==> src/source/parser_settings.svh <==
`ifndef PARSER_SETTINGS_SVH
`define PARSER_SETTINGS_SVH

// --------------------------------------------------
// datapath widths
// --------------------------------------------------

// packet word width in bits
`define PRS_DATA_W      64

// header buffer depth in words
`define PRS_BUF_WORDS   8

// bit address into the buffered header
`define PRS_ADDR_W      16

// widest extracted field and lookup key width
`define PRS_FIELD_W     32

// --------------------------------------------------
// action layout
// --------------------------------------------------

// extraction units in the chain
`define PRS_NUM_UNITS   4

// one field descriptor
`define PRS_DESC_W      16

// active unit count, 0 up to PRS_NUM_UNITS
`define PRS_CNT_W       3

`endif

==> src/source/parser_pkg.sv <==
package parser_pkg;

    // --------------------------------------------------
    // descriptor flags
    // --------------------------------------------------

    // top six bits of every descriptor, same place in both views
    typedef struct packed {
        // low ten bits hold shift and base
        logic       dynamic;
        // field gets appended to the lookup key
        logic       lookup;
        // field value feeds later dynamic fields
        logic       dylen_src;
        logic [2:0] rsvd;
    } desc_flags_t;

    // --------------------------------------------------
    // the two views of one descriptor word
    // --------------------------------------------------

    // fixed form carries the length directly
    typedef struct packed {
        desc_flags_t flags;
        logic [9:0]  len_bits;
    } desc_fixed_t;

    // dynamic form: base_bits + (dylen << unit_shift)
    typedef struct packed {
        desc_flags_t flags;
        logic [3:0]  unit_shift;
        logic [5:0]  base_bits;
    } desc_dyn_t;

    typedef union packed {
        desc_fixed_t fixed;
        desc_dyn_t   dyn;
    } field_desc_u;

endpackage

==> src/source/extraction_unit.sv <==
`timescale 1ns/1ps
`include "parser_settings.svh"

module extraction_unit
    import parser_pkg::*;
#(
    parameter int WCNT_W = $clog2(`PRS_BUF_WORDS + 1)
) (
    input  logic                    clk,
    input  logic                    rst_n_i,
    input  logic                    clear_i,
    input  logic                    active_i,
    input  field_desc_u             desc_i,
    input  logic [`PRS_ADDR_W-1:0]  start_addr_i,
    input  logic                    start_valid_i,
    input  logic [`PRS_FIELD_W-1:0] dylen_i,
    input  logic                    dylen_valid_i,
    input  logic [`PRS_FIELD_W-1:0] lookup_i,
    input  logic                    lookup_valid_i,
    input  logic [WCNT_W-1:0]       words_i,
    input  logic [`PRS_FIELD_W-1:0] window_i,
    output logic [`PRS_ADDR_W-1:0]  finish_addr_o,
    output logic                    finish_valid_o,
    output logic [`PRS_ADDR_W-1:0]  window_addr_o,
    output logic [`PRS_FIELD_W-1:0] dylen_o,
    output logic                    dylen_valid_o,
    output logic [`PRS_FIELD_W-1:0] lookup_o,
    output logic                    lookup_valid_o,
    output logic [`PRS_FIELD_W-1:0] field_o,
    output logic                    field_valid_o,
    output logic                    done_o
);

    localparam int AW      = `PRS_ADDR_W;
    localparam int FW      = `PRS_FIELD_W;
    localparam int DW      = `PRS_DATA_W;
    localparam int WORD_SH = $clog2(DW);

    desc_flags_t   flags;
    logic [FW-1:0] dyn_len;
    logic [AW-1:0] len_d;
    logic          can_finish;
    logic          fin_load;
    logic [AW-1:0] finish_q;
    logic [AW-1:0] len_q;
    logic          fin_valid_q;
    logic [AW:0]   need_words;
    logic          data_ready;
    logic [FW-1:0] field_mask;
    logic [FW-1:0] field_q;
    logic          fld_valid_q;

    // --------------------------------------------------
    // descriptor decode
    // --------------------------------------------------

    // flags sit in the same bits of both views
    assign flags = desc_i.fixed.flags;

    // dynamic length scales the upstream dylen by a power of two
    assign dyn_len = (dylen_i << desc_i.dyn.unit_shift) + FW'(desc_i.dyn.base_bits);
    assign len_d   = flags.dynamic ? dyn_len[AW-1:0] : AW'(desc_i.fixed.len_bits);

    // a dynamic field also waits on its dylen source
    assign can_finish = active_i && start_valid_i && (!flags.dynamic || dylen_valid_i);
    assign fin_load   = can_finish && !fin_valid_q;

    // --------------------------------------------------
    // finish address stage
    // --------------------------------------------------

    always_ff @(posedge clk or negedge rst_n_i) begin
        if (!rst_n_i) begin
            fin_valid_q <= 1'b0;
        end else if (clear_i) begin
            fin_valid_q <= 1'b0;
        end else if (fin_load) begin
            fin_valid_q <= 1'b1;
        end
    end

    always_ff @(posedge clk) begin
        if (fin_load) begin
            finish_q <= start_addr_i + len_d;
            len_q    <= len_d;
        end
    end

    // --------------------------------------------------
    // field capture stage
    // --------------------------------------------------

    // words needed so the last field bit is in the buffer
    assign need_words = ({1'b0, finish_q} + (AW + 1)'(DW - 1)) >> WORD_SH;
    assign data_ready = fin_valid_q && (need_words <= (AW + 1)'(words_i));

    // keep only the field bits of the window
    assign field_mask = (len_q >= AW'(FW)) ? '1 : ((FW'(1) << len_q) - FW'(1));

    always_ff @(posedge clk or negedge rst_n_i) begin
        if (!rst_n_i) begin
            fld_valid_q <= 1'b0;
        end else if (clear_i) begin
            fld_valid_q <= 1'b0;
        end else if (data_ready && !fld_valid_q) begin
            fld_valid_q <= 1'b1;
        end
    end

    always_ff @(posedge clk) begin
        if (data_ready && !fld_valid_q) begin
            field_q <= window_i & field_mask;
        end
    end

    // --------------------------------------------------
    // chain outputs
    // --------------------------------------------------

    // buffer window always follows the registered finish
    assign window_addr_o = finish_q;

    // inactive unit is a straight pass of the chain
    assign finish_addr_o  = active_i ? finish_q : start_addr_i;
    assign finish_valid_o = active_i ? fin_valid_q : start_valid_i;

    // dylen source publishes its own field downstream
    assign dylen_o       = (active_i && flags.dylen_src) ? field_q : dylen_i;
    assign dylen_valid_o = (active_i && flags.dylen_src) ? fld_valid_q : dylen_valid_i;

    // append the field below the incoming key
    always_comb begin
        if (active_i && flags.lookup) begin
            lookup_o       = (lookup_i << len_q) | field_q;
            lookup_valid_o = lookup_valid_i && fld_valid_q;
        end else begin
            lookup_o       = lookup_i;
            lookup_valid_o = lookup_valid_i;
        end
    end

    assign field_o       = field_q;
    assign field_valid_o = active_i && fld_valid_q;
    assign done_o        = !active_i || fld_valid_q;

    // --------------------------------------------------
    // checks
    // --------------------------------------------------

    // field only rises after its finish address was already resolved
    assert property (@(posedge clk) disable iff (!rst_n_i)
        $rose(field_valid_o) |-> $past(finish_valid_o));

    // upstream dylen must be in place whenever a dynamic finish is held
    assert property (@(posedge clk) disable iff (!rst_n_i)
        (active_i && flags.dynamic && fin_valid_q) |-> dylen_valid_i);

endmodule

==> config.mk <==
export PLATFORM = sky130hd
export DESIGN_NAME = extraction_unit
export DESIGN_NICKNAME = d
export VERILOG_FILES = /design/src/source/parser_pkg.sv /design/src/source/extraction_unit.sv
export VERILOG_INCLUDE_DIRS = /design/src /design/src/source
export SDC_FILE = /design/constraint.sdc
export NUM_CORES = 1
export LEC_CHECK = 0
export BUFFER_PORTS_ARGS = -buffer_cell sky130_fd_sc_hd__buf_4
export CAP_MARGIN = 20
export CORE_MARGIN = 4
export CORE_UTILIZATION = 57
export CTS_BUF_LIST = sky130_fd_sc_hd__clkbuf_8
export DETAILED_ROUTE_END_ITERATION = 8
export PLACE_DENSITY = 0.9
export SYNTH_ARGS = -nofsm -noshare
export SYNTH_HDL_FRONTEND = slang
export SYNTH_SLANG_ARGS = --single-unit
==> constraint.sdc <==
create_clock -name clk -period 11.7 [get_ports clk]
set_input_delay 0.585 -clock clk [delete_from_list [all_inputs] [get_ports clk]]
set_output_delay 0.585 -clock clk [all_outputs]
set_load 0.01 [all_outputs]
## Word-level counts from Yosys, hierarchy flattened

Index checks and enable logic that the tools add are counted.

| word-level totals | value |
|---|---|
| flip-flop bits (word level) | 66 |
| bits of input ports | 139 |
| output and inout port bits | 133 |
| word-level logic and storage cells | 45 |

| cells by class | value |
|---|---|
| reductions and logical operators | 17 |
| bitwise operators | 2 |
| $add $sub $neg | 4 |
| order comparisons | 2 |
| shift operators | 3 |
| mux-type cells | 12 |

Operators by type and width:

| kind | count |
|---|---|
| 32-bit two-way mux | 3 |
| 32-bit AND | 1 |
| 16-bit two-way mux | 2 |
| 32-bit OR | 1 |
| 1-bit by 16-bit << shifter with 32-bit output (first input constant) | 1 |
| 32-bit by 16-bit << shifter with 32-bit output | 1 |
| 32-bit by 4-bit << shifter with 16-bit output | 1 |
| 32-bit by 1-bit subtractor with 32-bit output (second input constant) | 1 |
| 16-bit by 6-bit adder with 17-bit output (second input constant) | 1 |
| 16-bit adder | 1 |
| 16-bit by 6-bit adder with 16-bit output | 1 |
| 16-bit by 6-bit greater-or-equal comparator with 1-bit output (second input constant) | 1 |
| 11-bit by 4-bit <= comparator with 1-bit output | 1 |
| 1-bit logical AND | 9 |
| 1-bit two-way mux | 7 |
| 1-bit logical NOT | 4 |
| 2-bit nonzero test | 2 |
| 1-bit logical OR | 2 |

## Logic depth before layout (Yosys ltp)

Gate-level depths: netlist of the first run.

| logic depth | value |
|---|---|
| depth after elaboration | 6 |
| mapped depth | 18 |
| mapped depth without buffers | 17 |

## Worst setup path after synthesis of the first run

OpenSTA, ideal clock, no wires.

| path | value |
|---|---|
| kind | input -> register |
| start | input port desc_i[9] (netlist name) |
| end | register finish_q[15] (netlist: window_addr_o[15]) (data pin) |
| slack | 6819 ps |
| library setup time | 268 ps |
| path buffers | 1 |
| stages on the path | 17 |
| arrival | 4613 ps |
| data required time | 11432 ps |
| cells stage by stage | clkbuf_1 nor3_1 ha_1 fa_1 a21o_1 a21o_1 a21o_1 a21o_1 xor2_1 mux2_2 ha_1 and2_1 and4_1 a221o_1 or4_1 a311oi_1 xnor3_1 |

| on the way | value |
|---|---|
| word-level cells in the longest chain between the ends | 4 |

Ends and longest elaborated chain:

| element | line | text |
|---|---|---|
| start, declared | extraction_unit.sv:13 | `input field_desc_u desc_i,` |
| 32-bit by 4-bit << shifter with 16-bit output | extraction_unit.sv:61 | `assign dyn_len = (dylen_i << desc_i.dyn.unit_shift) + FW'(desc_i.dyn.base_bits);` |
| 16-bit by 6-bit adder with 16-bit output | extraction_unit.sv:61 |  |
| 16-bit two-way mux | extraction_unit.sv:62 | `assign len_d = flags.dynamic ? dyn_len[AW-1:0] : AW'(desc_i.fixed.len_bits);` |
| via len_d[6] | extraction_unit.sv:41 | `logic [AW-1:0] len_d;` |
| 16-bit adder | extraction_unit.sv:84 | `finish_q <= start_addr_i + len_d;` |
| end signal, assigned | extraction_unit.sv:84 |  |
| end, declared | extraction_unit.sv:44 | `logic [AW-1:0] finish_q;` |

The timed path passes the listed nets, and every way through them passes these cells.
A chain may end at the register's enable or synchronous reset.

## Worst setup path after layout of the first run

| path | value |
|---|---|
| start | input port desc_i[6] (netlist name) |
| end | register finish_q[15] (netlist: window_addr_o[15]) (data pin) |

The elaborated chain is that of the path after synthesis.

==> impl_metrics.py, run 1 <==
metrics = {
    "status": {
        "status": "finished clean",
    },
    "floorplanning": {
        "fp.dieW_um": 124,
        "ios": 272,
        "initial_core_util_pct": 59.4,
        "rows": 41,
        "die-area_um2": 15300,
        "core-area_um2": 12800,
        "die_y_um": 124,
    },
    "yosys": {
        "yosys.area.top_type": "edfxtp_1",
        "avgSynthCellArea_um2": 9.43,
        "async_flop_share_pct": 3.03,
        "ys_top_cells_by_area": "edfxtp_1 25%, mux4_2 10%, mux2_2 9.8%",
        "synth_top_area_share_pct": 25.2,
        "synthDistinctLibCells": 79,
        "synth_edf_count": 64,
        "synth_seq_cells": 66,
        "netlist_instances": 807,
        "syn-cell-area_um2": 7610,
        "ys.flop_type": "edfxtp_1",
        "syn_nets": 974,
        "yosysWarningCount": 0,
        "seq_area_frac_synth_pct": 25.9,
    },
    "grt": {
        "grt_max_degree": 57,
        "grt_pass1_vias": 7785,
        "grt-ovfl-total": 0,
        "grt_pass1_wl_um": 42600,
        "grt_use_total_pct": 36.4,
        "antenna_found_initial": 0,
    },
    "clocking": {
        "cts_max_level": 3,
        "cts_setup_buffers": 0,
        "clock_latency_ns": 0.36,
        "cts_buffers": 9,
        "cts_tree": "built",
        "path_clk_slew_ns": 0.08,
        "clock-sinks": 66,
        "cts-root-buf": "clkbuf_8",
        "clock_path_buffers": 2,
    },
    "layout": {
        "final_nets": 1213,
        "diodes": 0,
        "drive_gt1_share_pct": 39.3,
        "ff_latch_area_um2": 1970,
        "layout_common_cells": "278 x buf_4, 83 x nand2_1, 66 x mux2_2",
        "fin_util_pct": 77.1,
        "design_area_um2": 9890,
        "syn_to_final_growth_pct": 29.9,
        "final_common_cell": "buf_4",
        "num-fill-cells": 903,
        "multi_input_area_um2": 5320,
    },
    "worst_setup_path": {
        "path_class": "in2reg",
        "worstPathArrival_ns": 5.38,
        "start_kind": "primary input",
        "path_buf_inv": 1,
        "max_stage_delay_ns": 0.63,
        "crit_path_end_kind": "flip-flop",
        "critical_path.top_delay_family": "compound AO/OA/AOI/OAI gates",
        "required_ns": 11.80,
        "crit_chain": "buf_4 > mux4_1 > and2_1 > ha_1 > o21ai_0 > or2_2 > a21oi_1 > o2111ai_4 > xor2_1 > mux2i_1 > ha_1 > and4_1 > a221o_1 > or4_1 > a311oi_1 > xnor3_1",
        "path_max_fanout": 21,
        "crit_top_cell": "ha_1",
        "cpMaxStageDelayCell": "mux4_1",
    },
    "route": {
        "finalWirelength_um": 28600,
        "dr.pass1.iters": 7,
        "wire_per_inst_um": 23.4,
        "drt-initial-drc-count": 1488,
        "drc_errors": 0,
        "antenna_left": 0,
        "vias": 8270,
        "drt-vias-per-instance": 6.76,
    },
    "placed_design": {
        "hpwl_um": 22100,
        "gp_congestion": 1.00,
        "postPlaceCellArea_um2": 9680,
        "port_buffers": 268,
    },
    "power_and_ir_drop": {
        "power_frac_seq_pct": 35.1,
        "power_frac_clock_pct": 24.7,
        "internal_power_uw": 528,
        "swShare_pct": 33.9,
        "power.switching_uw": 270,
        "p_per_area_nw_per_um2": 80.7,
        "combPwrFrac_pct": 40.2,
        "leakage_nw": 4.12,
        "ir_drop_uv": 74.7,
    },
    "sta": {
        "relSlewSlack_pct": 35.5,
        "finalCritPeriodShare_pct": 45.2,
        "drv_slew": 0,
        "rsz0062_at_grt": "no",
        "min_period_ns": 5.28,
        "skew_ns": 0.0130,
        "hold_violations": 0,
        "setup_viol": 0,
        "final.setup.tns_ns": 0,
        "fmax_ghz": 0.189,
        "worst_pin_slew_ns": 0.964,
    },
    "worst_hold_path": {
        "hold_class": "in2reg",
    },
    "run": {
        "max_cap_viol_count": 0,
    },
}
-- worst register-to-register path, cell delays in order, from the launching register on --
cell,delay (ns)
edfxtp_1,0.38
nor4_1,0.69
nand3_1,0.87
nor3_2,0.74
nand2_1,0.22
ha_1,0.36
o221ai_1,0.31
mux2_2,0.41
a311oi_1,0.26
nor2b_1,0.08
-- synthesized netlist by cell type, types with 3 or more instances --
cell type  count
a211oi_1       7
a21boi_0      19
a21o_1        12
a21oi_1       55
a221oi_1       8
a311oi_1       4
a31oi_1        7
a41oi_1        3
and2_1        15
and3_1         5
buf_1          8
buf_2          7
clkbuf_1      31
edfxtp_1      64
ha_1          26
inv_1         21
mux2_2        66
mux2i_1       29
mux4_1         6
mux4_2        34
nand2_1       83
nand2b_1       9
nand3_1       18
nand4_1        4
nor2_1        54
nor2b_1       10
nor3_1        14
nor3b_1        3
nor4_1         8
o211ai_1       7
o21a_1         9
o21ai_0       59
o221ai_1       6
o22ai_1        4
o31a_1         4
or2_2          3
or3_1          5
xnor2_1       18
xor2_1         9
-- through the flow --
step	power, mW	hold slack (ns)	setup slack, ns	instances
floorplan	0.471	0.289	6.82	807
global placement	0.589	0.376	6.19	1205
detailed placement	0.598	0.375	6.11	1205
CTS	0.790	0.386	6.50	1222
global route	0.828	0.392	6.16	1223
finish	0.798	0.391	6.42	1223
-- logic make-up (layout without fill, tap and decap cells) --
family,count (synthesis),count (layout),share of synthesized area [%]
mux,135,135,25.7
simple gates,248,248,16.0
buf+inv,75,319,4.27
flops,66,66,25.9
fa+ha+maj,28,28,4.80
compound gates,227,227,19.9
xor+xnor,28,28,3.40
-- power groups by stage --
stage | Combinational, mW | Clock [mW] | Sequential (mW)
CTS | 0.315 | 0.195 | 0.280
floorplan | 0.186 | 0 | 0.285
finish | 0.321 | 0.197 | 0.280
detailed placement | 0.313 | 0 | 0.285
global placement | 0.304 | 0 | 0.285
global route | 0.344 | 0.204 | 0.281
-- repair_timing --
action | CTS | global route
hold buffers | 1 | 0
endpoints found under the hold margin | 2 | 0
resized for setup | 0 | 0
-- cell type report --
cell class	instances	area share, %
multi-input cells	666	53.8
clock inverters	7	0.709
flip-flops and latches	66	19.9
inverters	24	0.911
repair buffers	279	21.2
clock buffers	9	1.25
well taps	172	2.18
-- state kept, by name, summed over array words and instances, names as in the netlist --
name,count
window_addr_o,16
field_o,32
fin_valid_q,1
len_q,16
fld_valid_q,1
-- path summary, 6_finish.rpt --
| path | to | slack [ns] | startpoint | cells past startpoint |
|---|---|---|---|---|
| max | window_addr_o[15] | 6.42 | desc_i[6] | 16 |
| min in group asynchronous | fin_valid_q | 0.54 | rst_n_i | 2 |
| max in group asynchronous | fld_valid_q | 11.06 | rst_n_i | 2 |
| min reg2reg | fin_valid_q | 0.61 | fin_valid_q | 2 |
| min | fin_valid_q | 0.39 | clear_i | 2 |
| max reg2reg | field_o[22] | 7.13 | len_q[13] | 9 |
-- routing by layer --
metal  GRT usage [%]  vias up  part of all wire [%]
met5               0        -                     0
met4            12.3        0                   4.0
met3            9.36      124                    13
met2            57.8      702                    46
met1            48.8     3856                    37
li1                -     3588                     -
(Power assumes the default switching activity.)
==> run 2: changes to the inputs <==
--- a/config.mk
+++ b/config.mk
@@ -9,10 +9,10 @@
 export BUFFER_PORTS_ARGS = -buffer_cell sky130_fd_sc_hd__buf_4
 export CAP_MARGIN = 20
 export CORE_MARGIN = 4
-export CORE_UTILIZATION = 57
+export CORE_UTILIZATION = 48
 export CTS_BUF_LIST = sky130_fd_sc_hd__clkbuf_8
 export DETAILED_ROUTE_END_ITERATION = 8
-export PLACE_DENSITY = 0.9
+export PLACE_DENSITY = 0.81
 export SYNTH_ARGS = -nofsm -noshare
 export SYNTH_HDL_FRONTEND = slang
 export SYNTH_SLANG_ARGS = --single-unit
==> constraint.sdc (replaced) <==
create_clock -name clk -period 4.74 [get_ports clk]
set_input_delay 0.237 -clock clk [delete_from_list [all_inputs] [get_ports clk]]
set_output_delay 0.237 -clock clk [all_outputs]
set_load 0.01 [all_outputs]
==> run 2 against run 1 <==
Clock-buffer cell count stayed put; via count shrank 1.1%; first-iteration DRC count shrank 29%; sequential power increased by 150%; critical path depth unchanged; sequential cell count unchanged; cell count up 5.3%; global-route usage decreased by 5.2 points; non-clock buffer count up 26; largest power group unchanged; highest routed layer unchanged.
==> impl_metrics.py, run 2 (same netlist as run 1, synthesis figures left out) <==
metrics = {
    "power_and_ir_drop": {
        "leakage_nw": 4.25,
        "p_per_area_nw_per_um2": 195,
        "ir_drop_uv": 139,
    },
    "sta": {
        "skew_ns": 0.0161,
        "hold_violations": 0,
        "rsz0062_at_grt": "no",
        "fmax_ghz": 0.223,
        "setup_viol": 0,
        "relSlewSlack_pct": 34.7,
        "final.setup.tns_ns": 0,
        "drv_slew": 0,
        "min_period_ns": 4.49,
        "finalCritPeriodShare_pct": 94.8,
        "whs_ns": 0.0521,
        "worst_pin_slew_ns": 0.972,
    },
    "grt": {
        "grt_pass1_vias": 7686,
        "grt_use_met1_pct": 44.0,
        "grt_pass1_wl_um": 44100,
        "globalRouteMet2Util_pct": 49.2,
        "grt_max_degree": 56,
        "grt.met3_usage_pct": 6.19,
        "top_usage_layer": "met2",
        "antenna_found_initial": 0,
        "grt-ovfl-total": 0,
        "grt_use_total_pct": 31.2,
    },
    "run": {
        "max_cap_viol_count": 0,
    },
    "layout": {
        "layout_common_cells": "304 x buf_4, 83 x nand2_1, 66 x mux2_2",
        "final_common_cell": "buf_4",
        "drive_gt1_share_pct": 40.7,
        "final_nets": 1239,
        "diodes": 0,
        "fin_util_pct": 66.0,
        "design_area_um2": 10100,
        "largest_reg_flops": 32,
        "syn_to_final_growth_pct": 33.1,
        "stdcell_count": 1288,
    },
    "placed_design": {
        "port_buffers": 268,
        "gp_congestion": 1.02,
        "hpwl_um": 22900,
        "postPlaceCellArea_um2": 9920,
        "placed_cells": 1270,
    },
    "floorplanning": {
        "die-area_um2": 17900,
        "ios": 272,
        "fp.dieW_um": 134,
        "core-area_um2": 15400,
        "rows": 45,
        "initial_core_util_pct": 49.5,
        "die_y_um": 134,
    },
    "clocking": {
        "clock_path_buffers": 2,
        "cts-root-buf": "clkbuf_8",
        "clock-sinks": 66,
        "path_clk_slew_ns": 0.08,
        "clock_latency_ns": 0.35,
        "cts_max_level": 3,
        "cts_tree": "built",
        "cts_buffers": 9,
    },
    "route": {
        "finalWirelength_um": 29000,
        "dr.pass1.iters": 5,
        "drt-initial-drc-count": 1058,
        "drc_errors": 0,
        "antenna_left": 0,
        "vias": 8180,
        "drt-vias-per-instance": 6.35,
        "wire_per_inst_um": 22.5,
    },
    "worst_setup_path": {
        "cpMaxStageDelayCell": "mux4_1",
        "crit_path_end_kind": "flip-flop",
        "path_class": "in2reg",
        "crit_chain": "buf_4 > mux4_1 > and2_1 > ha_1 > o21ai_0 > or2_2 > a21oi_4 > o2111ai_4 > xor2_1 > mux2i_1 > ha_1 > and4_1 > a221o_1 > or4_1 > a311oi_1 > xnor3_1",
        "required_ns": 4.84,
        "max_stage_delay_ns": 0.62,
        "path_max_fanout": 5,
        "worstPathArrival_ns": 4.59,
        "reg2reg_from": "len_q[6]",
        "startpoint": "desc_i[6]",
        "crit_top_cell": "ha_1",
        "start_kind": "primary input",
    },
    "status": {
        "status": "finished clean",
    },
    "worst_hold_path": {
        "hold_class": "in2reg",
        "hp-start": "clear_i",
    },
}
-- run 2: layout make-up --
cell class                      count  area, um2
Clock inverter                      7       62.6
Multi-Input combinational cell    666       5330
Fill cell                        1294       5230
Clock buffer                        9        124
Timing Repair Buffer              305       2290
Sequential cell                    66       1970
Tap cell                          211        264
Inverter                           24       90.1
-- run 2: per-layer routing --
| layer | vias up | part of all wire, % |
|---|---|---|
| li1 | 3638 | - |
| met1 | 3856 | 41 |
| met2 | 619 | 45 |
| met3 | 67 | 11 |
| met4 | 0 | 2.6 |
| met5 | - | 0 |
-- run 2: per-stage QoR --
step | worst slack [ns] | power (mW)
2_1_floorplan | 0.207 | 1.16
3_3_place_gp | 0.00278 | 1.49
3_5_place_dp | -0.165 | 1.50
4_1_cts | 0.169 | 1.97
5_1_grt | 0.00374 | 2.08
6_report | 0.248 | 1.98
-- run 2: timing repair --
item | in CTS | in global routing
gates resized for setup | 0 | 3
setup endpoints to repair | 0 | 1
hold buffers | 1 | 0
setup buffers | 0 | 0
hold endpoints to repair | 2 | 0
-- run 2: where the power goes --
group	switching [mW]	total (mW)	internal (mW)
Sequential	0.0202	0.695	0.674
Clock	0.229	0.466	0.237
Combinational	0.407	0.816	0.409
Total	0.656	1.98	1.32
-- run 2: path summary, 6_finish.rpt --
path                                      to  slack [ns]  cells past startpoint
hold / removal                   fin_valid_q        0.05                      2
setup / recovery           window_addr_o[15]        0.25                     16
min in group asynchronous        fin_valid_q        0.20                      2
setup reg to reg                 field_o[22]        1.02                     10
hold reg to reg                  fin_valid_q        0.60                      2
max in group asynchronous        fld_valid_q        4.43                      2
-- run 2: critical path, delay by kind of cell --
kind	cells	cell delay [ns]
fa+ha+maj	2	0.63
simple gates	4	1.20
mux	2	0.86
compound gates	5	1.11
buf+inv	1	0.12
xor+xnor	2	0.42
==> run 3: changes to the inputs <==
--- a/config.mk
+++ b/config.mk
@@ -8,11 +8,10 @@
 export LEC_CHECK = 0
 export BUFFER_PORTS_ARGS = -buffer_cell sky130_fd_sc_hd__buf_4
 export CAP_MARGIN = 20
-export CORE_MARGIN = 4
-export CORE_UTILIZATION = 48
+export CORE_UTILIZATION = 57
 export CTS_BUF_LIST = sky130_fd_sc_hd__clkbuf_8
 export DETAILED_ROUTE_END_ITERATION = 8
-export PLACE_DENSITY = 0.81
+export PLACE_DENSITY = 0.9
 export SYNTH_ARGS = -nofsm -noshare
 export SYNTH_HDL_FRONTEND = slang
 export SYNTH_SLANG_ARGS = --single-unit
==> constraint.sdc (replaced) <==
create_clock -name clk -period 5.6 [get_ports clk]
set_input_delay 0.28 -clock clk [delete_from_list [all_inputs] [get_ports clk]]
set_output_delay 0.28 -clock clk [all_outputs]
set_load 0.01 [all_outputs]
==> run 3 against run 2 <==
Via count grew 2.8%; clock-buffer cell count unchanged; design area shrank 1.7%; first-iteration DRC count increased by 23%; sequential share of layout area is 0.34 points higher; largest power group unchanged; register-to-register slack gained 0.43 ns; highest routed layer unchanged; power fell by 10%; critical path depth unchanged; die area decreased by 23%; worst hold slack gained 0.034 ns; setup slack better by 0.32 ns.
==> impl_metrics.py, run 3 (same netlist as run 1, synthesis figures left out) <==
metrics = {
    "route": {
        "dr.pass1.iters": 7,
        "antenna_left": 0,
        "drt-initial-drc-count": 1300,
        "wire_per_inst_um": 23.8,
        "drc_errors": 0,
        "vias": 8411,
        "finalWirelength_um": 29100,
        "drt-vias-per-instance": 6.86,
    },
    "sta": {
        "hold_violations": 0,
        "fmax_ghz": 0.199,
        "setup_viol": 0,
        "min_period_ns": 5.03,
        "finalCritPeriodShare_pct": 89.9,
        "worst_pin_slew_ns": 0.922,
        "final.setup.tns_ns": 0,
        "relSlewSlack_pct": 38.0,
        "whs_ns": 0.0858,
        "drv_slew": 0,
        "rsz0062_at_grt": "no",
        "skew_ns": 0.0212,
    },
    "status": {
        "status": "finished clean",
    },
    "worst_setup_path": {
        "crit_path_end_kind": "flip-flop",
        "path_max_fanout": 21,
        "r2r_cells": 9,
        "cpMaxStageDelayCell": "mux4_1",
        "start_kind": "primary input",
        "max_stage_delay_ns": 0.65,
        "startpoint": "desc_i[6]",
        "reg2reg_from": "len_q[4]",
        "crit_top_cell": "ha_1",
        "worstPathArrival_ns": 5.13,
        "crit_chain": "buf_4 > mux4_1 > and2_1 > ha_1 > o21ai_0 > or2_2 > a21oi_1 > o2111ai_4 > xor2_1 > mux2i_1 > ha_1 > and4_1 > a221o_1 > or4_1 > a311oi_1 > xnor3_1",
        "ff2ff_setup_slack_ns": 1.45,
        "required_ns": 5.70,
        "path_class": "in2reg",
    },
    "clocking": {
        "clock-sinks": 66,
        "cts-root-buf": "clkbuf_8",
        "cts_buffers": 9,
        "clock_path_buffers": 2,
        "clock_latency_ns": 0.37,
        "path_clk_slew_ns": 0.08,
        "cts_max_level": 3,
        "cts_setup_buffers": 0,
        "cts_tree": "built",
    },
    "power_and_ir_drop": {
        "power_frac_clock_pct": 28.9,
        "internal_power_mw": 1.20,
        "p_per_area_nw_per_um2": 178,
        "leakage_nw": 4.16,
        "power_frac_seq_pct": 33.2,
        "combPwrFrac_pct": 37.9,
        "swShare_pct": 32.5,
        "power.switching_uw": 576,
        "ir_drop_uv": 172,
    },
    "worst_hold_path": {
        "hold_class": "in2reg",
        "whs_path_depth": 2,
        "hp-start": "clear_i",
    },
    "floorplanning": {
        "fp.dieW_um": 118,
        "core-area_um2": 12800,
        "rows": 41,
        "die-area_um2": 13800,
        "die_y_um": 118,
        "initial_core_util_pct": 59.4,
        "ios": 272,
    },
    "layout": {
        "syn_to_final_growth_pct": 30.8,
        "final_common_cell": "buf_4",
        "drive_gt1_share_pct": 39.5,
        "layout_common_cells": "280 x buf_4, 83 x nand2_1, 66 x mux2_2",
        "final_nets": 1215,
        "largest_reg_flops": 32,
    },
    "run": {
        "max_cap_viol_count": 0,
    },
    "grt": {
        "grt_use_total_pct": 41.8,
        "grt-ovfl-total": 0,
        "grt_pass1_vias": 7787,
        "grt_pass1_wl_um": 44600,
        "antenna_found_initial": 0,
        "grt_max_degree": 57,
    },
    "placed_design": {
        "port_buffers": 268,
        "hpwl_um": 22300,
        "gp_congestion": 0.952,
    },
}
run 3: cell types whose count changed in the layout (fill, tap and decap cells not counted), sizes merged:
cell / before / now
buf: 304 / 280
bufinv: 1 / 3
clkinv: 5 / 4
clkinvlp: 1 / 0
diode: 0 / 1
run 3: area by class of cell:
type	count	area [um2]
Antenna cell	1	2.50
Clock buffer	9	124
Clock inverter	7	125
Fill cell	909	2860
Inverter	24	90.1
Multi-Input combinational cell	666	5320
Sequential cell	66	1970
Tap cell	172	215
Timing Repair Buffer	281	2110
run 3: what timing repair did:
action | 4_1_cts | 5_1_grt
hold buffers | 1 | 0
resized for setup | 0 | 0
endpoints found under the hold margin | 2 | 0
run 3: power groups by stage:
stage	combinational (mW)	clock, mW	sequential, mW
floorplan	0.390	0	0.595
global placement	0.636	0	0.598
detailed placement	0.651	0	0.598
CTS	0.659	0.514	0.588
global route	0.717	0.538	0.591
finish	0.674	0.513	0.589
run 3: worst paths after layout:
check | to
setup reg to reg | field_o[22]
min in group asynchronous | fin_valid_q
hold / removal | fin_valid_q
max in group asynchronous | fld_valid_q
setup / recovery | window_addr_o[15]
hold reg to reg | fin_valid_q
run 3: routing by layer:
| layer | vias to the layer above | GRT usage (%) | share of wire (%) |
|---|---|---|---|
| li1 | 3581 | - | - |
| met1 | 3946 | 53.9 | 37 |
| met2 | 774 | 66.5 | 46 |
| met3 | 110 | 14.2 | 14 |
| met4 | 0 | 12.6 | 3.4 |
| met5 | - | 0 | 0 |
run 3: per-stage QoR:
step	util [%]	setup slack, ns	std cells	area, um2	power [mW]
after detailed placement	75.6	0.319	1208	9700	1.25
after global placement	75.6	0.469	1208	9700	1.23
final	77.7	0.568	1226	9960	1.78
after floorplan	-	1.02	807	7610	0.985
after CTS	77.7	0.637	1225	9960	1.76
after global routing	77.7	0.364	1225	9960	1.85
run 3: worst max-delay path, delay by kind of cell:
kind            cells  cell delay (ns)
compound gates      5             1.36
simple gates        4             1.17
mux                 2             0.90
fa+ha+maj           2             0.65
xor+xnor            2             0.48
buf+inv             1             0.28
